`config.mk`:
```
export PLATFORM = sky130hd
export DESIGN_NAME = weight_regs
export DESIGN_NICKNAME = d
export VERILOG_FILES = /design/src/logic/bf_pkg.sv /design/src/logic/weight_regs.sv
export SDC_FILE = /design/constraint.sdc
export NUM_CORES = 1
export LEC_CHECK = 0
export ABC_AREA = 1
export BUFFER_PORTS_ARGS = -buffer_cell sky130_fd_sc_hd__buf_2
export CORE_ASPECT_RATIO = 0.5
export CORE_MARGIN = 2
export CORE_UTILIZATION = 35
export DETAILED_ROUTE_END_ITERATION = 10
export PLACE_DENSITY = 0.6
export SETUP_SLACK_MARGIN = 0.15
export SYNTH_ARGS = -nofsm -noshare
export SYNTH_HDL_FRONTEND = slang
export SYNTH_SLANG_ARGS = --single-unit
```
`constraint.sdc`:
```
create_clock -name clock -period 1 [get_ports clock]
set_clock_uncertainty 0.15 [all_clocks]
set_input_delay 0 -clock clock [delete_from_list [all_inputs] [get_ports clock]]
set_output_delay 0 -clock clock [all_outputs]
set_load 0.05 [all_outputs]
```
`src/logic/bf_pkg.sv`:
```
/*
 * shared definitions for the four-channel complex beamformer
 * channel count and the widths of samples, weights and products
 * fixed point constant for the signed Q1.7 weights
 * complex sample and weight structs, and the weight write command
 */
package bf_pkg;

    // number of antenna channels summed into one beam
    localparam int NUM_CHANNELS = 4;

    // width of one real or imaginary sample part
    localparam int SAMPLE_WIDTH = 16;

    // width of one real or imaginary weight part
    localparam int WEIGHT_WIDTH = 8;

    // weights are Q1.7, so all bits but the sign bit are fraction bits
    localparam int WEIGHT_FRAC = WEIGHT_WIDTH - 1;

    // a signed sample times a signed weight fits in the sum of the two widths
    localparam int PRODUCT_WIDTH = SAMPLE_WIDTH + WEIGHT_WIDTH;

    // enough bits to address any of the channels in the weight registers
    localparam int CHANNEL_INDEX_WIDTH = $clog2(NUM_CHANNELS);

    // one signed sample part
    typedef logic signed [SAMPLE_WIDTH-1:0] sample_t;

    // one signed Q1.7 weight part, 64 is one half and -128 is minus one
    typedef logic signed [WEIGHT_WIDTH-1:0] weight_t;

    // complex sample, real part in the upper half of the packed word
    typedef struct packed {
        sample_t re;
        sample_t im;
    } cplx_sample_t;

    // complex channel weight
    typedef struct packed {
        weight_t re;
        weight_t im;
    } cplx_weight_t;

    // write command for the weight registers, the channel picks the target
    typedef struct packed {
        logic [CHANNEL_INDEX_WIDTH-1:0] channel;
        cplx_weight_t                   weight;
    } weight_write_t;

endpackage

```
`src/logic/weight_regs.sv`:
```
/*
 * register block holding one complex weight per channel
 * written one channel at a time, read back combinationally
 */
module weight_regs
    import bf_pkg::*;
(
    input  logic          clock,
    input  logic          resetn,

    // write port, the weight lands on the edge where weight_we is high
    input  logic          weight_we,
    input  weight_write_t weight_wr,

    // current weights, one per channel, straight from the registers
    output cplx_weight_t  weights [NUM_CHANNELS]
);

    // one-hot write select, one bit per channel
    logic [NUM_CHANNELS-1:0] channel_sel;

    // decode the channel field of the write command
    always_comb begin
        for (int c = 0; c < NUM_CHANNELS; c++) begin
            channel_sel[c] = weight_we && (weight_wr.channel == CHANNEL_INDEX_WIDTH'(c));
        end
    end

    // the weight registers themselves
    always_ff @(posedge clock) begin
        if (!resetn) begin
            // a zero weight mutes its channel until software sets it
            for (int c = 0; c < NUM_CHANNELS; c++) begin
                weights[c] <= '0;
            end
        end else begin
            // only the addressed channel changes, the rest keep their value
            for (int c = 0; c < NUM_CHANNELS; c++) begin
                if (channel_sel[c]) begin
                    weights[c] <= weight_wr.weight;
                end
            end
        end
    end

    // weights are expected to change only while no beat is in flight,
    // otherwise a beat could see the old weight in one channel and the
    // new weight in another, since the weighters read them unregistered

endmodule

```
Word-level counts from Yosys, hierarchy flattened
Index checks and enable logic that the tools add are counted.
- order comparisons: 0
- shift operators: 0
- reduce and logical (&&, ||, !) cells: 5
- add/sub/neg operators: 0
- equality and inequality tests: 3
- multipliers: 0
- multiplexer cells: 0
- div/mod/pow operators: 0
- bitwise gates (word level): 0
- operator list (cell ; number):
    2-bit == test, second input constant ; 2
    1-bit logical AND ; 4
    2-bit by 1-bit == test with 1-bit output, second input constant ; 1
    2-bit logical NOT ; 1
- ROM bits: 0
- memory bits (writable): 0
- register bits after elaboration: 64
- bits of input ports: 21
- memories: 0
- latch bits: 0
- output and inout bits: 64

Longest topological paths before layout
Gate-level depths: netlist of run 1.
- depth after elaboration: 2
- mapped depth: 6

Least setup slack after synthesis of run 1
OpenSTA, ideal clock, no wires.
- path type: register to register
- start: register weights[39] (netlist name)
- end: register weights[39] (netlist bit)
- arrival time: 0.864 ns
- stages on the path, launching flop included: 5
- period minus slack after synthesis: 1.078 ns
- slack: -0.078 ns
- cells stage by stage: dfxtp_1 -> inv_1 -> nand2_1 -> nand2_1 -> nor2_1
- RTL lines (what ; line ; text):
    to (signal, indexed assignment) ; weight_regs.sv:40 ; weights[c] <= weight_wr.weight;
    to (decl) ; weight_regs.sv:16 ; output cplx_weight_t weights [NUM_CHANNELS]

Worst setup path in the final report of run 1
- start: register weights[39] (netlist bit)
- end: output weights[39] (netlist bit)
No word-level cell between the ends.

==> impl_metrics.json, run 1 <==
{
  "place_hpwl_mm": 4.69,
  "cts-root-buf": "clkbuf_16",
  "die_area_mm2": 0.00833,
  "finalCoreUtilization_pct": 68.2,
  "p_total_uw": 7250,
  "vias": 2783,
  "routed_wl_mm": 8.13,
  "numClockSinks": 64,
  "diodes": 0,
  "finalNetCount": 564,
  "overflow": 0,
  "synthesis.area_mm2": 0.00265,
  "r2r_cells": 5,
  "setup_violations": 0,
  "cp_max_fo": 2,
  "port_buffers": 84,
  "final_cell_mix": "111 x nor2_1, 101 x nand2_1, 64 x buf_8",
  "fin_hold_ws_ps": -151,
  "grt_pass1_wl_mm": 12.9,
  "yosysWarnings": 0,
  "power_density_mw_per_mm2": 1450,
  "ys_ff_latch": 64,
  "syn2layout_area_growth_pct": 88.3,
  "peakVddDrop_mv": 0.712,
  "top_regs": "weights x64",
  "core_mm2": 0.00732,
  "slowest_delay_ps": 360,
  "leakage_uw": 0.00254,
  "outcome": "complete, but fails checks",
  "cts_htree_levels": 3,
  "track_usage_pct": 20.4,
  "clk_latency_ps": 320,
  "drive_gt1_share_pct": 49.5,
  "dr.pass1.iters": 4,
  "fin_crit_sh_pct": 97.9,
  "fin_area_mm2": 0.00499,
  "clkTransAtPathRegs_ps": 50,
  "die_x_um": 127,
  "final_common_cell": "nor2_1",
  "regMostFlops": "weights",
  "min_path_type": "in -> reg",
  "yosysTopAreaCell": "dfxtp_1",
  "slowest_stage": "dfxtp_4",
  "timing.slew.headroom_pct": 83.4,
  "max_clock_freq_ghz": 1.02,
  "finalHoldViolCount": 44,
  "antenna_found_initial": 0,
  "period_minus_slack_ps": 979,
  "worstSetupEndpointType": "output port",
  "crit_buf_inv": 1,
  "final_antenna_net_count": 0,
  "worst-slew-pin-transition_ps": 249,
  "avgSynthCellArea_um2": 6.42,
  "synth_cells": 413,
  "crit_chain": "buf_8",
  "clockBufferDepth": 2,
  "path_class": "reg -> out",
  "io-pin-count": 85,
  "cp.arrival_ps": 830,
  "cp_top_family": "flip-flops",
  "grt_setup_unrepaired": "true",
  "ys_seq_area_share_pct": 48.3,
  "numCtsBuffers": 9,
  "first_iter_violations": 176,
  "initial_core_util_pct": 36.2,
  "via_per_inst": 4.32,
  "startpoint_type": "flop",
  "holdPathStages": 3,
  "syn_nets": 434,
  "cp.depth": 1,
  "synth_top_area_share_pct": 48.3,
  "synth.top_cells.by_area": "dfxtp_1 48%, nor2_1 16%, nand2_1 16%, inv_1 9.3%, nand3_1 3.6%",
  "grt_max_degree": 42,
  "drv_slew": 0,
  "maxCapViolCount": 0,
  "die_h_um": 65.6,
  "violations": "hold timing",
  "grt_pass1_vias": 2613,
  "fp-row-count": 22,
  "worstPathRequired_ps": 850,
  "drt-wirelength-per-cell_um": 12.6,
  "synth_cell_types": 9,
  "gp_congestion": 0.771,
  "drc_errors": 0,
  "placed_cell_area_mm2": 0.00343,
  "cts_tree": "yes",
  "tns_ps": 0,
  "largest_register_ffs": 64
}
==> metrics by stage <==
| step | hold slack [ps] | std cells | setup slack, ps |
|---|---|---|---|
| after floorplan | -16.4 | 413 | 79.2 |
| after global placement | 163 | 577 | 75.8 |
| after detailed placement | 165 | 577 | 56.8 |
| after CTS | -39.8 | 645 | 14.1 |
| after global routing | -135 | 644 | -8.44 |
| final | -151 | 644 | 21.1 |
==> metal layers <==
metal	routed length, µm	global-route usage (%)	vias to the layer above
met4	53	5.49	0
met2	3830	33.3	50
met1	3820	26.7	1262
met5	0	0	-
li1	-	-	1466
met3	429	6.03	5
==> report_power, final <==
group	internal, µW	switching [µW]
logic	754	939
registers	2640	138
clock network	1740	1030
==> cells in the mapped netlist <==
library cell    n
dfxtp_1        64
clkbuf_1        3
buf_2          14
buf_1           6
nand3_1        19
nand2_1       112
nor2_1        113
inv_1          66
a21oi_1        16
==> cell type report <==
cell class,instances,area [µm²]
fillers,597,2330
multi-input cells,260,1080
well taps,96,120
clock inverters,1,5.00
flip-flops and latches,64,1480
repair buffers,142,1800
inverters,66,250
clock buffers,15,258
==> worst paths after layout <==
path                                                from                  endpoint  slack (ps)
worst min-delay path                        weight_wr[3]   weights[3]$_SDFFE_PN0P_        -150
worst max-delay path            weights[39]$_SDFFE_PN0P_               weights[39]          20
worst max register to register  weights[27]$_SDFFE_PN0P_  weights[27]$_SDFFE_PN0P_          70
worst min register to register  weights[61]$_SDFFE_PN0P_  weights[61]$_SDFFE_PN0P_         350
==> kinds of logic (layout without fill, tap and decap cells) <==
logic type / after synthesis / after routing / synth area share, %
simple gates: 244 / 244 / 35.4
buf+inv: 89 / 224 / 13.3
compound gates: 16 / 16 / 3.02
flops: 64 / 64 / 48.3
==> worst min-delay path: stages <==
cell and delay [ps]:
buf_2 140, nor2_1 100, nor2_1 50
==> timing repair <==
action / CTS / global route
setup endpoints to repair: 64 / 124
setup buffers: 36 / 4
cloned: 0 / 0
hold buffers: 16 / 5
resized for setup: 188 / 82
pin swaps: 0 / 21
hold endpoints to repair: 64 / 49
(Power assumes the default switching activity.)
==> run 2, diff against run 1 <==
--- a/config.mk
+++ b/config.mk
@@ -12,6 +12,7 @@
 export CORE_UTILIZATION = 35
 export DETAILED_ROUTE_END_ITERATION = 10
 export PLACE_DENSITY = 0.6
+export RECOVER_POWER = 50
 export SETUP_SLACK_MARGIN = 0.15
 export SYNTH_ARGS = -nofsm -noshare
 export SYNTH_HDL_FRONTEND = slang
==> impl_metrics.json, run 2 (synthesis gave the netlist of run 1 again) <==
{
  "via_per_inst": 4.31,
  "final_antenna_net_count": 0,
  "startpoint_type": "flop",
  "sw_frac_of_total_pct": 29.1,
  "largest_register_ffs": 64,
  "vias": 2778,
  "antenna_found_initial": 0,
  "numCtsBuffers": 9,
  "r2r-start": "weights[27]$_SDFFE_PN0P_",
  "die_area_mm2": 0.00833,
  "drt-wirelength-per-cell_um": 12.6,
  "internal-power_uw": 5140,
  "final_common_cell": "nor2_1",
  "worstPathRequired_ps": 850,
  "die_h_um": 65.6,
  "cp.arrival_ps": 830,
  "worst-slew-pin-transition_ps": 249,
  "cts_htree_levels": 3,
  "period_minus_slack_ps": 981,
  "cts-root-buf": "clkbuf_16",
  "regMostFlops": "weights",
  "core_mm2": 0.00732,
  "drc_errors": 0,
  "cp_top_family": "flip-flops",
  "finalCoreUtilization_pct": 68.1,
  "finalHoldViolCount": 40,
  "syn2layout_area_growth_pct": 88.1,
  "dr.pass1.iters": 4,
  "clockBufferDepth": 2,
  "grt_max_degree": 42,
  "fp-row-count": 22,
  "cp_max_fo": 2,
  "leakage_uw": 0.00254,
  "dp.cells": 577,
  "diodes": 0,
  "slowest_stage": "dfxtp_1",
  "timing.slew.headroom_pct": 83.4,
  "path_class": "reg -> out",
  "setup.worst_path.start": "weights[23]$_SDFFE_PN0P_",
  "crit_buf_inv": 1,
  "grt_pass1_wl_mm": 12.9,
  "p_sw_uw": 2110,
  "max_clock_freq_ghz": 1.02,
  "overflow": 0,
  "violations": "hold timing",
  "peakVddDrop_mv": 0.713,
  "grt_setup_unrepaired": "true",
  "rrSetupSlack_ps": 70,
  "io-pin-count": 85,
  "place_hpwl_mm": 4.69,
  "final_cell_mix": "111 x nor2_1, 101 x nand2_1, 64 x buf_8",
  "p_comb_share_pct": 23.4,
  "dp_slack_ps": 56.8,
  "power_density_mw_per_mm2": 1450,
  "track_usage_pct": 20.4,
  "worst_slack_ps": 18.8,
  "initial_core_util_pct": 36.2,
  "top_regs": "weights x64",
  "drive_gt1_share_pct": 49.1,
  "die_x_um": 127,
  "min_from": "weight_wr[3]",
  "crit_chain": "buf_8",
  "first_iter_violations": 176,
  "setup_violations": 0,
  "clock_power_share_pct": 38.3,
  "final_cells": 644,
  "clk_latency_ps": 320,
  "clkTransAtPathRegs_ps": 50,
  "grt_pass1_vias": 2613,
  "numClockSinks": 64,
  "p_seq_share_pct": 38.4,
  "fin_hold_ws_ps": -151,
  "worstSetupEndpointType": "output port",
  "port_buffers": 84,
  "fin_crit_sh_pct": 98.1,
  "drv_slew": 0,
  "p_total_uw": 7250,
  "outcome": "complete, but fails checks",
  "finalNetCount": 564,
  "slowest_delay_ps": 360,
  "cts_tree": "yes",
  "maxCapViolCount": 0,
  "gp_congestion": 0.771,
  "routed_wl_mm": 8.14,
  "min_path_type": "in -> reg"
}
run 2: cell types whose count changed in the layout (fill, tap and decap cells not counted):
| cell | previous run | this run |
|---|---|---|
| dfxtp_4 | 49 | 48 |
| dfxtp_1 | 0 | 1 |
| buf_2 | 14 | 13 |
| clkbuf_1 | 5 | 6 |
run 2: final cells by class:
type                            count  area (µm²)
Multi-Input combinational cell    260        1080
Sequential cell                    64        1480
Timing Repair Buffer              142        1800
Clock buffer                       15         258
Fill cell                         598        2330
Tap cell                           96         120
Inverter                           66         250
Clock inverter                      1        5.00
run 2: tightest hold or removal path, stage by stage:
cell	delay, ps
buf_2	140
nor2_1	100
nor2_1	50
run 2: worst paths after layout:
check                                  end  cells past startpoint
setup / recovery               weights[23]                      1
setup reg to reg  weights[27]$_SDFFE_PN0P_                      5
hold / removal     weights[3]$_SDFFE_PN0P_                      3
hold reg to reg   weights[61]$_SDFFE_PN0P_                      2
run 2: per-layer routing:
layer	wire [µm]	global-route usage [%]	share of wire [%]	up-vias
met5	0	0	0	-
met4	53	5.49	0.65	0
met3	456	6.03	5.6	5
met2	3820	33.3	47	57
met1	3810	26.7	47	1250
li1	-	-	-	1466
run 2: what timing repair did:
item                                   CTS  global route
hold buffers                            16             5
setup endpoints to repair               64           124
endpoints found under the hold margin   64            49
buffers inserted                        36             4
gates resized for setup                188            82
pin swaps                                0            21
run 2: per-stage QoR:
step,cell area (µm²),setup TNS [ps]
final,4990,0
after global routing,4990,-28.7
after CTS,4750,0
after detailed placement,3430,0
after global placement,3430,0
after floorplan,2890,0
run 2: power groups by stage:
stage | Clock, µW | Combinational, µW | Sequential (µW)
6_report | 2770 | 1690 | 2780
2_1_floorplan | 0 | 373 | 3250
4_1_cts | 2860 | 1580 | 2760
3_3_place_gp | 0 | 1160 | 2770
5_1_grt | 2970 | 1800 | 2800
3_5_place_dp | 0 | 1160 | 2770
