[config.mk]
export PLATFORM = sky130hd
export DESIGN_NAME = beam_combiner
export DESIGN_NICKNAME = d
export VERILOG_FILES = /design/src/logic/bf_pkg.sv /design/src/logic/beam_combiner.sv
export SDC_FILE = /design/constraint.sdc
export NUM_CORES = 1
export LEC_CHECK = 0
export BUFFER_PORTS_ARGS = -buffer_cell sky130_fd_sc_hd__buf_2
export CORE_AREA = 2 2 505 507
export DETAILED_ROUTE_END_ITERATION = 12
export DIE_AREA = 0 0 507 509
export GPL_ROUTABILITY_DRIVEN = 0
export PLACE_DENSITY = 0.31
export SETUP_SLACK_MARGIN = 0.02
export SYNTH_ARGS = -nofsm -noshare
export SYNTH_HDL_FRONTEND = slang
export SYNTH_SLANG_ARGS = --single-unit
[constraint.sdc]
create_clock -name clock -period 7.2 [get_ports clock]
set_input_delay 0.36 -clock clock [delete_from_list [all_inputs] [get_ports clock]]
set_output_delay 0.36 -clock clock [all_outputs]
set_load 0.1 [all_outputs]
[src/logic/bf_pkg.sv]
/*
 * shared definitions for the four-channel complex beamformer
 * channel count and the widths of samples, weights and products
 * fixed point constant for the signed Q1.7 weights
 * complex sample and weight structs, and the weight write command
 */
package bf_pkg;

    // number of antenna channels summed into one beam
    localparam int NUM_CHANNELS = 4;

    // width of one real or imaginary sample part
    localparam int SAMPLE_WIDTH = 16;

    // width of one real or imaginary weight part
    localparam int WEIGHT_WIDTH = 8;

    // weights are Q1.7, so all bits but the sign bit are fraction bits
    localparam int WEIGHT_FRAC = WEIGHT_WIDTH - 1;

    // a signed sample times a signed weight fits in the sum of the two widths
    localparam int PRODUCT_WIDTH = SAMPLE_WIDTH + WEIGHT_WIDTH;

    // enough bits to address any of the channels in the weight registers
    localparam int CHANNEL_INDEX_WIDTH = $clog2(NUM_CHANNELS);

    // one signed sample part
    typedef logic signed [SAMPLE_WIDTH-1:0] sample_t;

    // one signed Q1.7 weight part, 64 is one half and -128 is minus one
    typedef logic signed [WEIGHT_WIDTH-1:0] weight_t;

    // complex sample, real part in the upper half of the packed word
    typedef struct packed {
        sample_t re;
        sample_t im;
    } cplx_sample_t;

    // complex channel weight
    typedef struct packed {
        weight_t re;
        weight_t im;
    } cplx_weight_t;

    // write command for the weight registers, the channel picks the target
    typedef struct packed {
        logic [CHANNEL_INDEX_WIDTH-1:0] channel;
        cplx_weight_t                   weight;
    } weight_write_t;

endpackage

[src/logic/beam_combiner.sv]
/*
 * cross-channel sum of the weighted samples into the output register
 * pipeline enable that stalls every stage under back-pressure
 * valid and last chain matching the three stage data path
 */
module beam_combiner
    import bf_pkg::*;
#(
    parameter int SAMPLES = 8
) (
    input  logic         clock,
    input  logic         resetn,

    // control of the beat being taken into stage one
    input  logic         s_valid,
    input  logic         s_last,

    // stage two results of all weighters
    input  cplx_sample_t weighted [NUM_CHANNELS][SAMPLES],

    input  logic         m_ready,

    // high whenever the output register can take a new value
    output logic         advance,

    // output stream, this is stage three
    output logic         m_valid,
    output logic         m_last,
    output cplx_sample_t m_data [SAMPLES]
);

    // control bits that follow a beat down the pipeline
    typedef struct packed {
        logic valid;
        logic last;
    } beat_ctrl_t;

    // entry 0 matches the weighter stage one, entry 1 matches stage two
    beat_ctrl_t ctrl_q [2];

    cplx_sample_t sum_next [SAMPLES];

    // the whole pipeline moves when the output is empty or being taken,
    // so a stall at the output holds every stage in place
    assign advance = !m_valid || m_ready;

    always_ff @(posedge clock) begin
        if (!resetn) begin
            ctrl_q[0] <= '0;
            ctrl_q[1] <= '0;
            m_valid   <= 1'b0;
            m_last    <= 1'b0;
        end else if (advance) begin
            // a bubble never carries a last flag
            ctrl_q[0].valid <= s_valid;
            ctrl_q[0].last  <= s_valid && s_last;
            ctrl_q[1]       <= ctrl_q[0];
            m_valid         <= ctrl_q[1].valid;
            m_last          <= ctrl_q[1].last;
        end
    end

    // add the channels sample by sample
    // the accumulator has the sample width, so the sum wraps on overflow
    always_comb begin
        for (int s = 0; s < SAMPLES; s++) begin
            sum_next[s] = '0;
            for (int c = 0; c < NUM_CHANNELS; c++) begin
                sum_next[s].re = sum_next[s].re + weighted[c][s].re;
                sum_next[s].im = sum_next[s].im + weighted[c][s].im;
            end
        end
    end

    // output register, loads together with the control chain
    // bubbles load too, their data is ignored since m_valid is low
    always_ff @(posedge clock) begin
        if (advance) begin
            m_data <= sum_next;
        end
    end

endmodule

== Word level (Yosys, flattened, before mapping) ==
Memory sizes are Yosys's and may differ from the RTL's. A register that Yosys moved wholly into a read port is not among the register bits.
Cells that the tools add are included.

* Reductions and logical operators: 4
* Bitwise operators: 3
* Muxes and demuxes: 7
* Add/sub/neg operators: 48

{| class="wikitable"
|+ Operators by type and width
! operator !! count
|-
| $add 16x16->16 || 48
|-
| $mux 1 || 6
|-
| $or 1x1->1 || 3
|-
| $logic_not 1->1 || 2
|-
| $mux 2 || 1
|-
| $logic_and 1x1->1 || 1
|-
| $logic_or 1x1->1 || 1
|}

* Bits in writable memories: 4
* Bits in registers: 256
* Input port bits: 1,029
* Memories kept: 1
* Word-level logic and storage cells: 79

{| class="wikitable"
|+ Memories
! name !! words !! width !! read ports !! clocked after memory_dff !! wr ports !! RTL line !! RTL
|-
| ctrl_q || 2 || 2 || 2 || 1 || 2 || beam_combiner.sv:39 || <nowiki>beat_ctrl_t ctrl_q [2];</nowiki>
|}

== Logic depth before layout (Yosys ltp) ==
Gate-level depths: netlist of run 1.

* Depth in word-level cells: 6
* Mapped depth: 12
* Gate-level depth less buffers: 12

== Least setup slack after synthesis of run 1 ==
Ideal clock, no wire load.

* Path type: reg-to-reg
* Start: register m_valid (read register of ctrl_q)
* End: memory ctrl_q[0][0] in the netlist's numbering (data pin)
* Arrival time: 7,272 ps
* Clock period less this slack: 7,404 ps
* Buffers on the path: 0
* Stages on the path, launching flop included: 5
* Path slack: -204 ps
* Cells stage by stage: dfxtp_1 nor2b_1 inv_1 and3_1 and2_1

{| class="wikitable"
|+ RTL lines
! what !! RTL line !! RTL
|-
| start: declaration || beam_combiner.sv:27 || <nowiki>output logic m_valid,</nowiki>
|-
| end: declaration || beam_combiner.sv:39 ||
|}

==> results of run 1 <==
==> power groups by stage <==
stage,sequential (mW),clock [mW],combinational (mW)
floorplan,8.30,0,4.07
global placement,3.08,0,12.5
detailed placement,3.07,0,12.5
CTS,3.06,2.66,12.6
global route,3.11,2.70,13.3
finish,3.03,2.49,12.3
==> cells in the final DEF (no fill, tap or decap), types with 9 or more instances in the layout <==
master,n
a31oi_1,20
a21o_1,47
xnor2_1,181
nor2_1,122
o21ai_1,13
or3_1,14
or4_1,18
xor2_1,57
diode_2,29
inv_1,1301
o211ai_1,9
nand3_1,29
clkbuf_1,10
a21oi_1,107
ha_1,240
dlygate4sd3_1,17
nand2_1,62
o31ai_1,15
a211oi_1,37
o21a_1,60
edfxtp_1,260
o311ai_0,11
o21ai_0,81
nor2b_1,15
nand2b_1,27
clkbuf_16,49
and2_1,13
and3_1,19
buf_2,1287
fa_1,480
nor3_1,62
o21bai_1,28
==> per-stage QoR <==
stage                     power (mW)  utilization (%)  hold slack (ns)  instances  area, sq um
final                           17.9             18.0           0.0964       8237        45500
after global routing            19.1             18.0           0.0349       8217        45400
after CTS                       18.3             18.0           0.0105       8208        45400
after detailed placement        15.6             17.3            0.438       8105        43700
after global placement          15.6             17.3            0.447       8105        43700
after floorplan                 12.4                -            0.434       3446        32900
==> final timing paths <==
path / startpoint / end / slack, ns / cells past startpoint
worst min register to register: ctrl_q[1][1] / m_valid / 0.46 / 1
worst max-delay path: weighted[241] / m_data[255] / 3.43 / 11
worst max register to register: m_valid / m_data[223] / 4.74 / 4
worst min-delay path: weighted[928] / m_data[160] / 0.1 / 2
==> area by class of cell <==
cell class,instances,area (sq um),share of cell area [%]
Antenna cell,29,72.6,0.159
Clock buffer,60,1280,2.81
Clock inverter,26,327,0.718
Inverter,1302,4890,10.7
Multi-Input combinational cell,1880,20200,44.4
Sequential cell,262,7850,17.2
Tap cell,3366,4210,9.26
Timing Repair Buffer,1312,6680,14.7
==> synth_stat cells, types with 37 or more instances <==
cell	n	area, sq um
nand2_1	62	233
fa_1	480	9610
o21ai_0	81	405
xnor2_1	181	1590
a21o_1	47	353
a211oi_1	37	278
edfxtp_1	260	7810
inv_1	1302	4890
nor3_1	62	310
nor2_1	122	458
o21a_1	60	450
xor2_1	57	499
a21oi_1	107	536
ha_1	240	3000
==> per-layer routing <==
layer	routed length, um	GRT usage (%)
met1	64000	14.0
met2	77700	21.0
met3	18400	6.16
met4	6000	4.33
met5	631	0
==> sequential cells by signal, summed over array words and instances, names as in the netlist <==
register / cells
m_valid: 1
ctrl_q: 4
m_last: 1
m_data: 256
==> kinds of logic after synthesis <==
kind of cell,share of synthesized area (%)
buffers and inverters,14.9
adder cells (fa/ha/maj),38.3
AO/OA/AOI/OAI,10.2
AND/OR/NAND/NOR,6.47
flip-flops,23.8
XOR/XNOR,6.33
multiplexers,0.0304
==> results.json, run 1 <==
{
  "dp_hpwl_mm": 152,
  "slew_viol_final": 0,
  "cp-start-kind": "input pin",
  "grt_start_max_net_pins": 92,
  "synth.yosys.seq_area_share_pct": 23.8,
  "netlist-cell-type-count": 66,
  "drt_first_pass_iters": 7,
  "dr.first_iter.drc_count": 1365,
  "max-cap-violations": 0,
  "post_cts_buffers": 0,
  "postRouteWirelength_mm": 167,
  "combPwrFrac_pct": 69.1,
  "min_path_type": "in2reg",
  "switchingPower_mw": 10.6,
  "synth-edff-count": 260,
  "syn_inst": 3446,
  "async_flop_share_pct": 0,
  "std_cell_rows": 185,
  "cp_common_cell": "fa_1",
  "setup_tns_ns": 0,
  "route.detailed.drc": 0,
  "power_density_mw_per_mm2": 392,
  "cts_buffers": 47,
  "crit_arrival_ns": 4.16,
  "peakVddDrop_uv": 234,
  "critPathMaxFanout": 3,
  "synth_area_sq_mm": 0.0329,
  "htree_levels": 2,
  "die_height_um": 509,
  "synth_nets": 5195,
  "start_util_pct": 13.0,
  "worst-path-buf-inv": 1,
  "clockBufferDepth": 3,
  "syn_area_per_cell_sq_um": 9.56,
  "dieArea_sq_mm": 0.258,
  "hold_buffers": 17,
  "clockPowerShare_pct": 14.0,
  "yosys_warnings": 0,
  "worstSkewPairLatency_ns": 0.66,
  "grt_antenna_before_repair": 143,
  "power.leakage_nw": 23.7,
  "ant_nets": 0,
  "p_int_mw": 7.26,
  "area_growth_syn_to_layout_pct": 38.2,
  "fin_nets": 6554,
  "wire_per_inst_um": 20.2,
  "fmax_mhz": 265,
  "cts.clk_slew.worst_paths_ns": 0.06,
  "grt_pass1_vias": 30500,
  "netSwitchingFraction_pct": 59.4,
  "top_level_ports": 1288,
  "worstPathRequired_ns": 7.60,
  "fillers": 28800,
  "worstSetupPathType": "in2reg",
  "io_buffers": 1287,
  "post-route-min-period_ns": 3.77,
  "setup_viol": 0,
  "slowest_stage": "a2111oi_0",
  "synth_flop_cell": "edfxtp_1",
  "cts_sinks": 262,
  "cp_cell_sequence": "buf_2 -> fa_1 -> fa_1 -> ha_1 -> fa_1 -> a211o_1 -> a2111oi_0 -> o21a_1 -> or3_1 -> nand3_1 -> nor3b_1",
  "ys_ff_latch": 262,
  "power_frac_seq_pct": 17.0,
  "overflow": 0,
  "vias_per_cell": 3.42,
  "via_count": 28100,
  "design.core.area_sq_mm": 0.253,
  "grt_pass1_wl_mm": 228,
  "fp.dieW_um": 507,
  "pre_cts_ws_ns": 2.71,
  "finClkSkew_ns": 0.0193,
  "cts_tree": "done",
  "drive_above_1_share_pct": 28.5,
  "grt_usage_pct": 12.6,
  "finalCritPeriodShare_pct": 52.3,
  "slew_headroom_pct": 34.3,
  "rsz0062_at_grt": "false",
  "crit_path_end_kind": "flip-flop",
  "hold_viol": 0,
  "tightestPinTransition_ns": 0.977,
  "cpPeakStageDelay_ns": 0.82,
  "cts_resized": 0,
  "crit_family": "adder cells",
  "clock-root-buffer": "clkbuf_16",
  "setup_ws_ns": 3.43,
  "status": "finished clean"
}
Power figures use the tool's default switching activity.
==> run 2, diff against run 1 <==
- CORE_AREA: 2 2 505 507 -> 2 2 501 503
- DIE_AREA: 0 0 507 509 -> 0 0 503 505
- PLACE_DENSITY: 0.31 -> 0.32
- clock period: 7.2 -> 3.1 ns (I/O delays scaled with it)
==> run 2 against run 1 <==
  * Cell count increased by 3.1%
  * Sequential power up 130%
  * Clock-buffer cell count fell by 3
  * Largest cell class unchanged
  * Combinational power up 150%
  * Flip-flop and latch count did not move
  * Global-route usage decreased by 0.43 points
  * Non-clock buffer count increased by 293
  * Clock power is 130% higher
  * Power up 140%
==> results.json, run 2 (synthesis gave the netlist of run 1 again) <==
{
  "status": "finished clean",
  "slowest_stage": "dlygate4sd3_1",
  "cts.clk_slew.worst_paths_ns": 0.06,
  "htree_levels": 2,
  "cp_cell_sequence": "dlygate4sd3_1 -> buf_2 -> fa_1 -> ha_1 -> fa_1 -> a211oi_1 -> o21bai_1 -> a311oi_2 -> o21ai_1 -> o21ai_1 -> a211oi_1",
  "route.detailed.drc": 0,
  "ant_nets": 0,
  "drive_above_1_share_pct": 32.6,
  "min_path_type": "in2reg",
  "design_power_total_mw": 43.2,
  "vias_per_cell": 3.38,
  "crit_arrival_ns": 3.37,
  "r2r-end": "ctrl_q[0][0]",
  "die_height_um": 505,
  "cts_sinks": 262,
  "hold_viol": 0,
  "dr.first_iter.drc_count": 1199,
  "postRouteWirelength_mm": 159,
  "top_regs": "m_data (256), ctrl_q (4)",
  "cts_tree": "done",
  "post-route-min-period_ns": 2.98,
  "grt_start_max_net_pins": 79,
  "max-cap-violations": 0,
  "fp.dieW_um": 503,
  "postLayoutCellArea_sq_mm": 0.0480,
  "power_frac_seq_pct": 16.0,
  "slew_headroom_pct": 51.8,
  "final_common_cell": "inv_1",
  "tightestPinTransition_ns": 0.717,
  "reg2reg_slack_ns": 1.00,
  "slew_viol_final": 0,
  "clock-root-buffer": "clkbuf_16",
  "area_growth_syn_to_layout_pct": 45.8,
  "power_density_mw_per_mm2": 899,
  "grt_pass1_wl_mm": 220,
  "p_int_mw": 18.3,
  "setup_viol": 0,
  "dp_hpwl_mm": 145,
  "setup_tns_ns": 0,
  "rsz0062_at_grt": "false",
  "design.core.area_sq_mm": 0.248,
  "largest_register_ff_count": 256,
  "pre_cts_ws_ns": -0.908,
  "fin_nets": 6846,
  "critical_path.startpoint": "weighted[849]",
  "combPwrFrac_pct": 70.7,
  "finalCritPeriodShare_pct": 96.2,
  "std_cell_rows": 183,
  "power.leakage_nw": 25.2,
  "postPlaceCellArea_sq_mm": 0.0457,
  "cts_buffers": 46,
  "switchingPower_mw": 24.9,
  "dieArea_sq_mm": 0.254,
  "netSwitchingFraction_pct": 57.7,
  "finClkSkew_ns": 0.0164,
  "worst-path-buf-inv": 2,
  "grt_antenna_before_repair": 98,
  "crit_family": "compound AO/OA/AOI/OAI gates",
  "regMostFlops": "m_data",
  "drt_first_pass_iters": 5,
  "grt_usage_pct": 12.2,
  "wire_per_inst_um": 18.7,
  "setup_ws_ns": 0.117,
  "peakVddDrop_uv": 454,
  "critPathMaxFanout": 3,
  "via_count": 28700,
  "endpoint": "m_data[95]",
  "clockBufferDepth": 3,
  "r2r-start": "m_valid",
  "worstSetupPathType": "in2reg",
  "start_util_pct": 13.3,
  "cpPeakStageDelay_ns": 0.53,
  "fillers": 28000,
  "r2r_cells": 6,
  "crit_path_end_kind": "flip-flop",
  "cp-start-kind": "input pin",
  "mostFrequentLayoutCells": "inv_1 (1,299), buf_2 (1,288), fa_1 (474), edfxtp_1 (260), buf_4 (254)",
  "path_depth": 11,
  "clockPowerShare_pct": 13.2,
  "worstSkewPairLatency_ns": 0.66,
  "fmax_mhz": 335,
  "grt_pass1_vias": 30800,
  "io_buffers": 1287,
  "fin_util_pct": 19.3,
  "overflow": 0,
  "top_level_ports": 1288,
  "worstPathRequired_ns": 3.48
}
==> run 2: cell count changes in the layout (fill, tap and decap cells not counted), moves of 5 or more <==
cell	delta
ha_1	-6
a211oi_1	-6
fa_2	+6
a211oi_2	+5
fa_1	-6
ha_2	+5
buf_4	+247
dlygate4sd3_1	+39
buf_12	+5
==> run 2: final cells by class <==
cell class              count  area (sq um)  share of cell area, %
diodes                     25          62.6                  0.130
flip-flops and latches    262          7850                   16.4
clock buffers              57          1280                   2.66
inverters                1302          4890                   10.2
clock inverters            28           312                  0.649
repair buffers           1605          9050                   18.8
well taps                3330          4170                   8.68
multi-input cells        1880         20400                   42.5
==> run 2: how the worst min path moves through the flow <==
stage / startpoint / depth (start not counted) / to
finish: weighted[785] / 3 / m_data[17]
global route: weighted[785] / 3 / m_data[17]
CTS: weighted[785] / 3 / m_data[17]
detailed placement: resetn / 2 / m_valid
global placement: resetn / 2 / m_valid
floorplan: resetn / 1 / m_valid
==> run 2: power groups by stage <==
stage / logic, mW / clock network [mW] / registers (mW)
final: 30.5 / 5.70 / 6.93
after global routing: 32.9 / 6.18 / 7.13
after CTS: 31.1 / 6.09 / 7.00
after detailed placement: 30.8 / 0 / 7.03
after global placement: 30.9 / 0 / 7.02
after floorplan: 9.60 / 0 / 19.3
==> run 2: per-stage QoR <==
stage	hold WS (ns)	std cells
2_1_floorplan	0.272	3446
3_3_place_gp	0.438	8321
3_5_place_dp	0.435	8321
4_1_cts	0.0115	8464
5_1_grt	0.0360	8470
6_report	0.0897	8489
==> run 2: worst min-delay path, delay by kind of cell <==
family	cells	cell delay [ns]
buffers and inverters	1	0.11
adders and majority gates	2	0.35
==> run 2: repair_timing <==
action	CTS	global route
setup buffers	0	0
pin swaps	0	4
endpoints found under the hold margin	44	0
hold buffers	58	0
resized for setup	1	17
endpoints found under the setup margin	3	18
==> run 2: layer usage <==
| layer | vias to the layer above | routed length (um) | GRT usage, % |
|---|---|---|---|
| met5 | - | 357 | 0 |
| met4 | 56 | 3650 | 2.86 |
| met3 | 176 | 16100 | 4.93 |
| met2 | 993 | 74600 | 20.5 |
| met1 | 13600 | 63900 | 14.4 |
| li1 | 13900 | - | - |
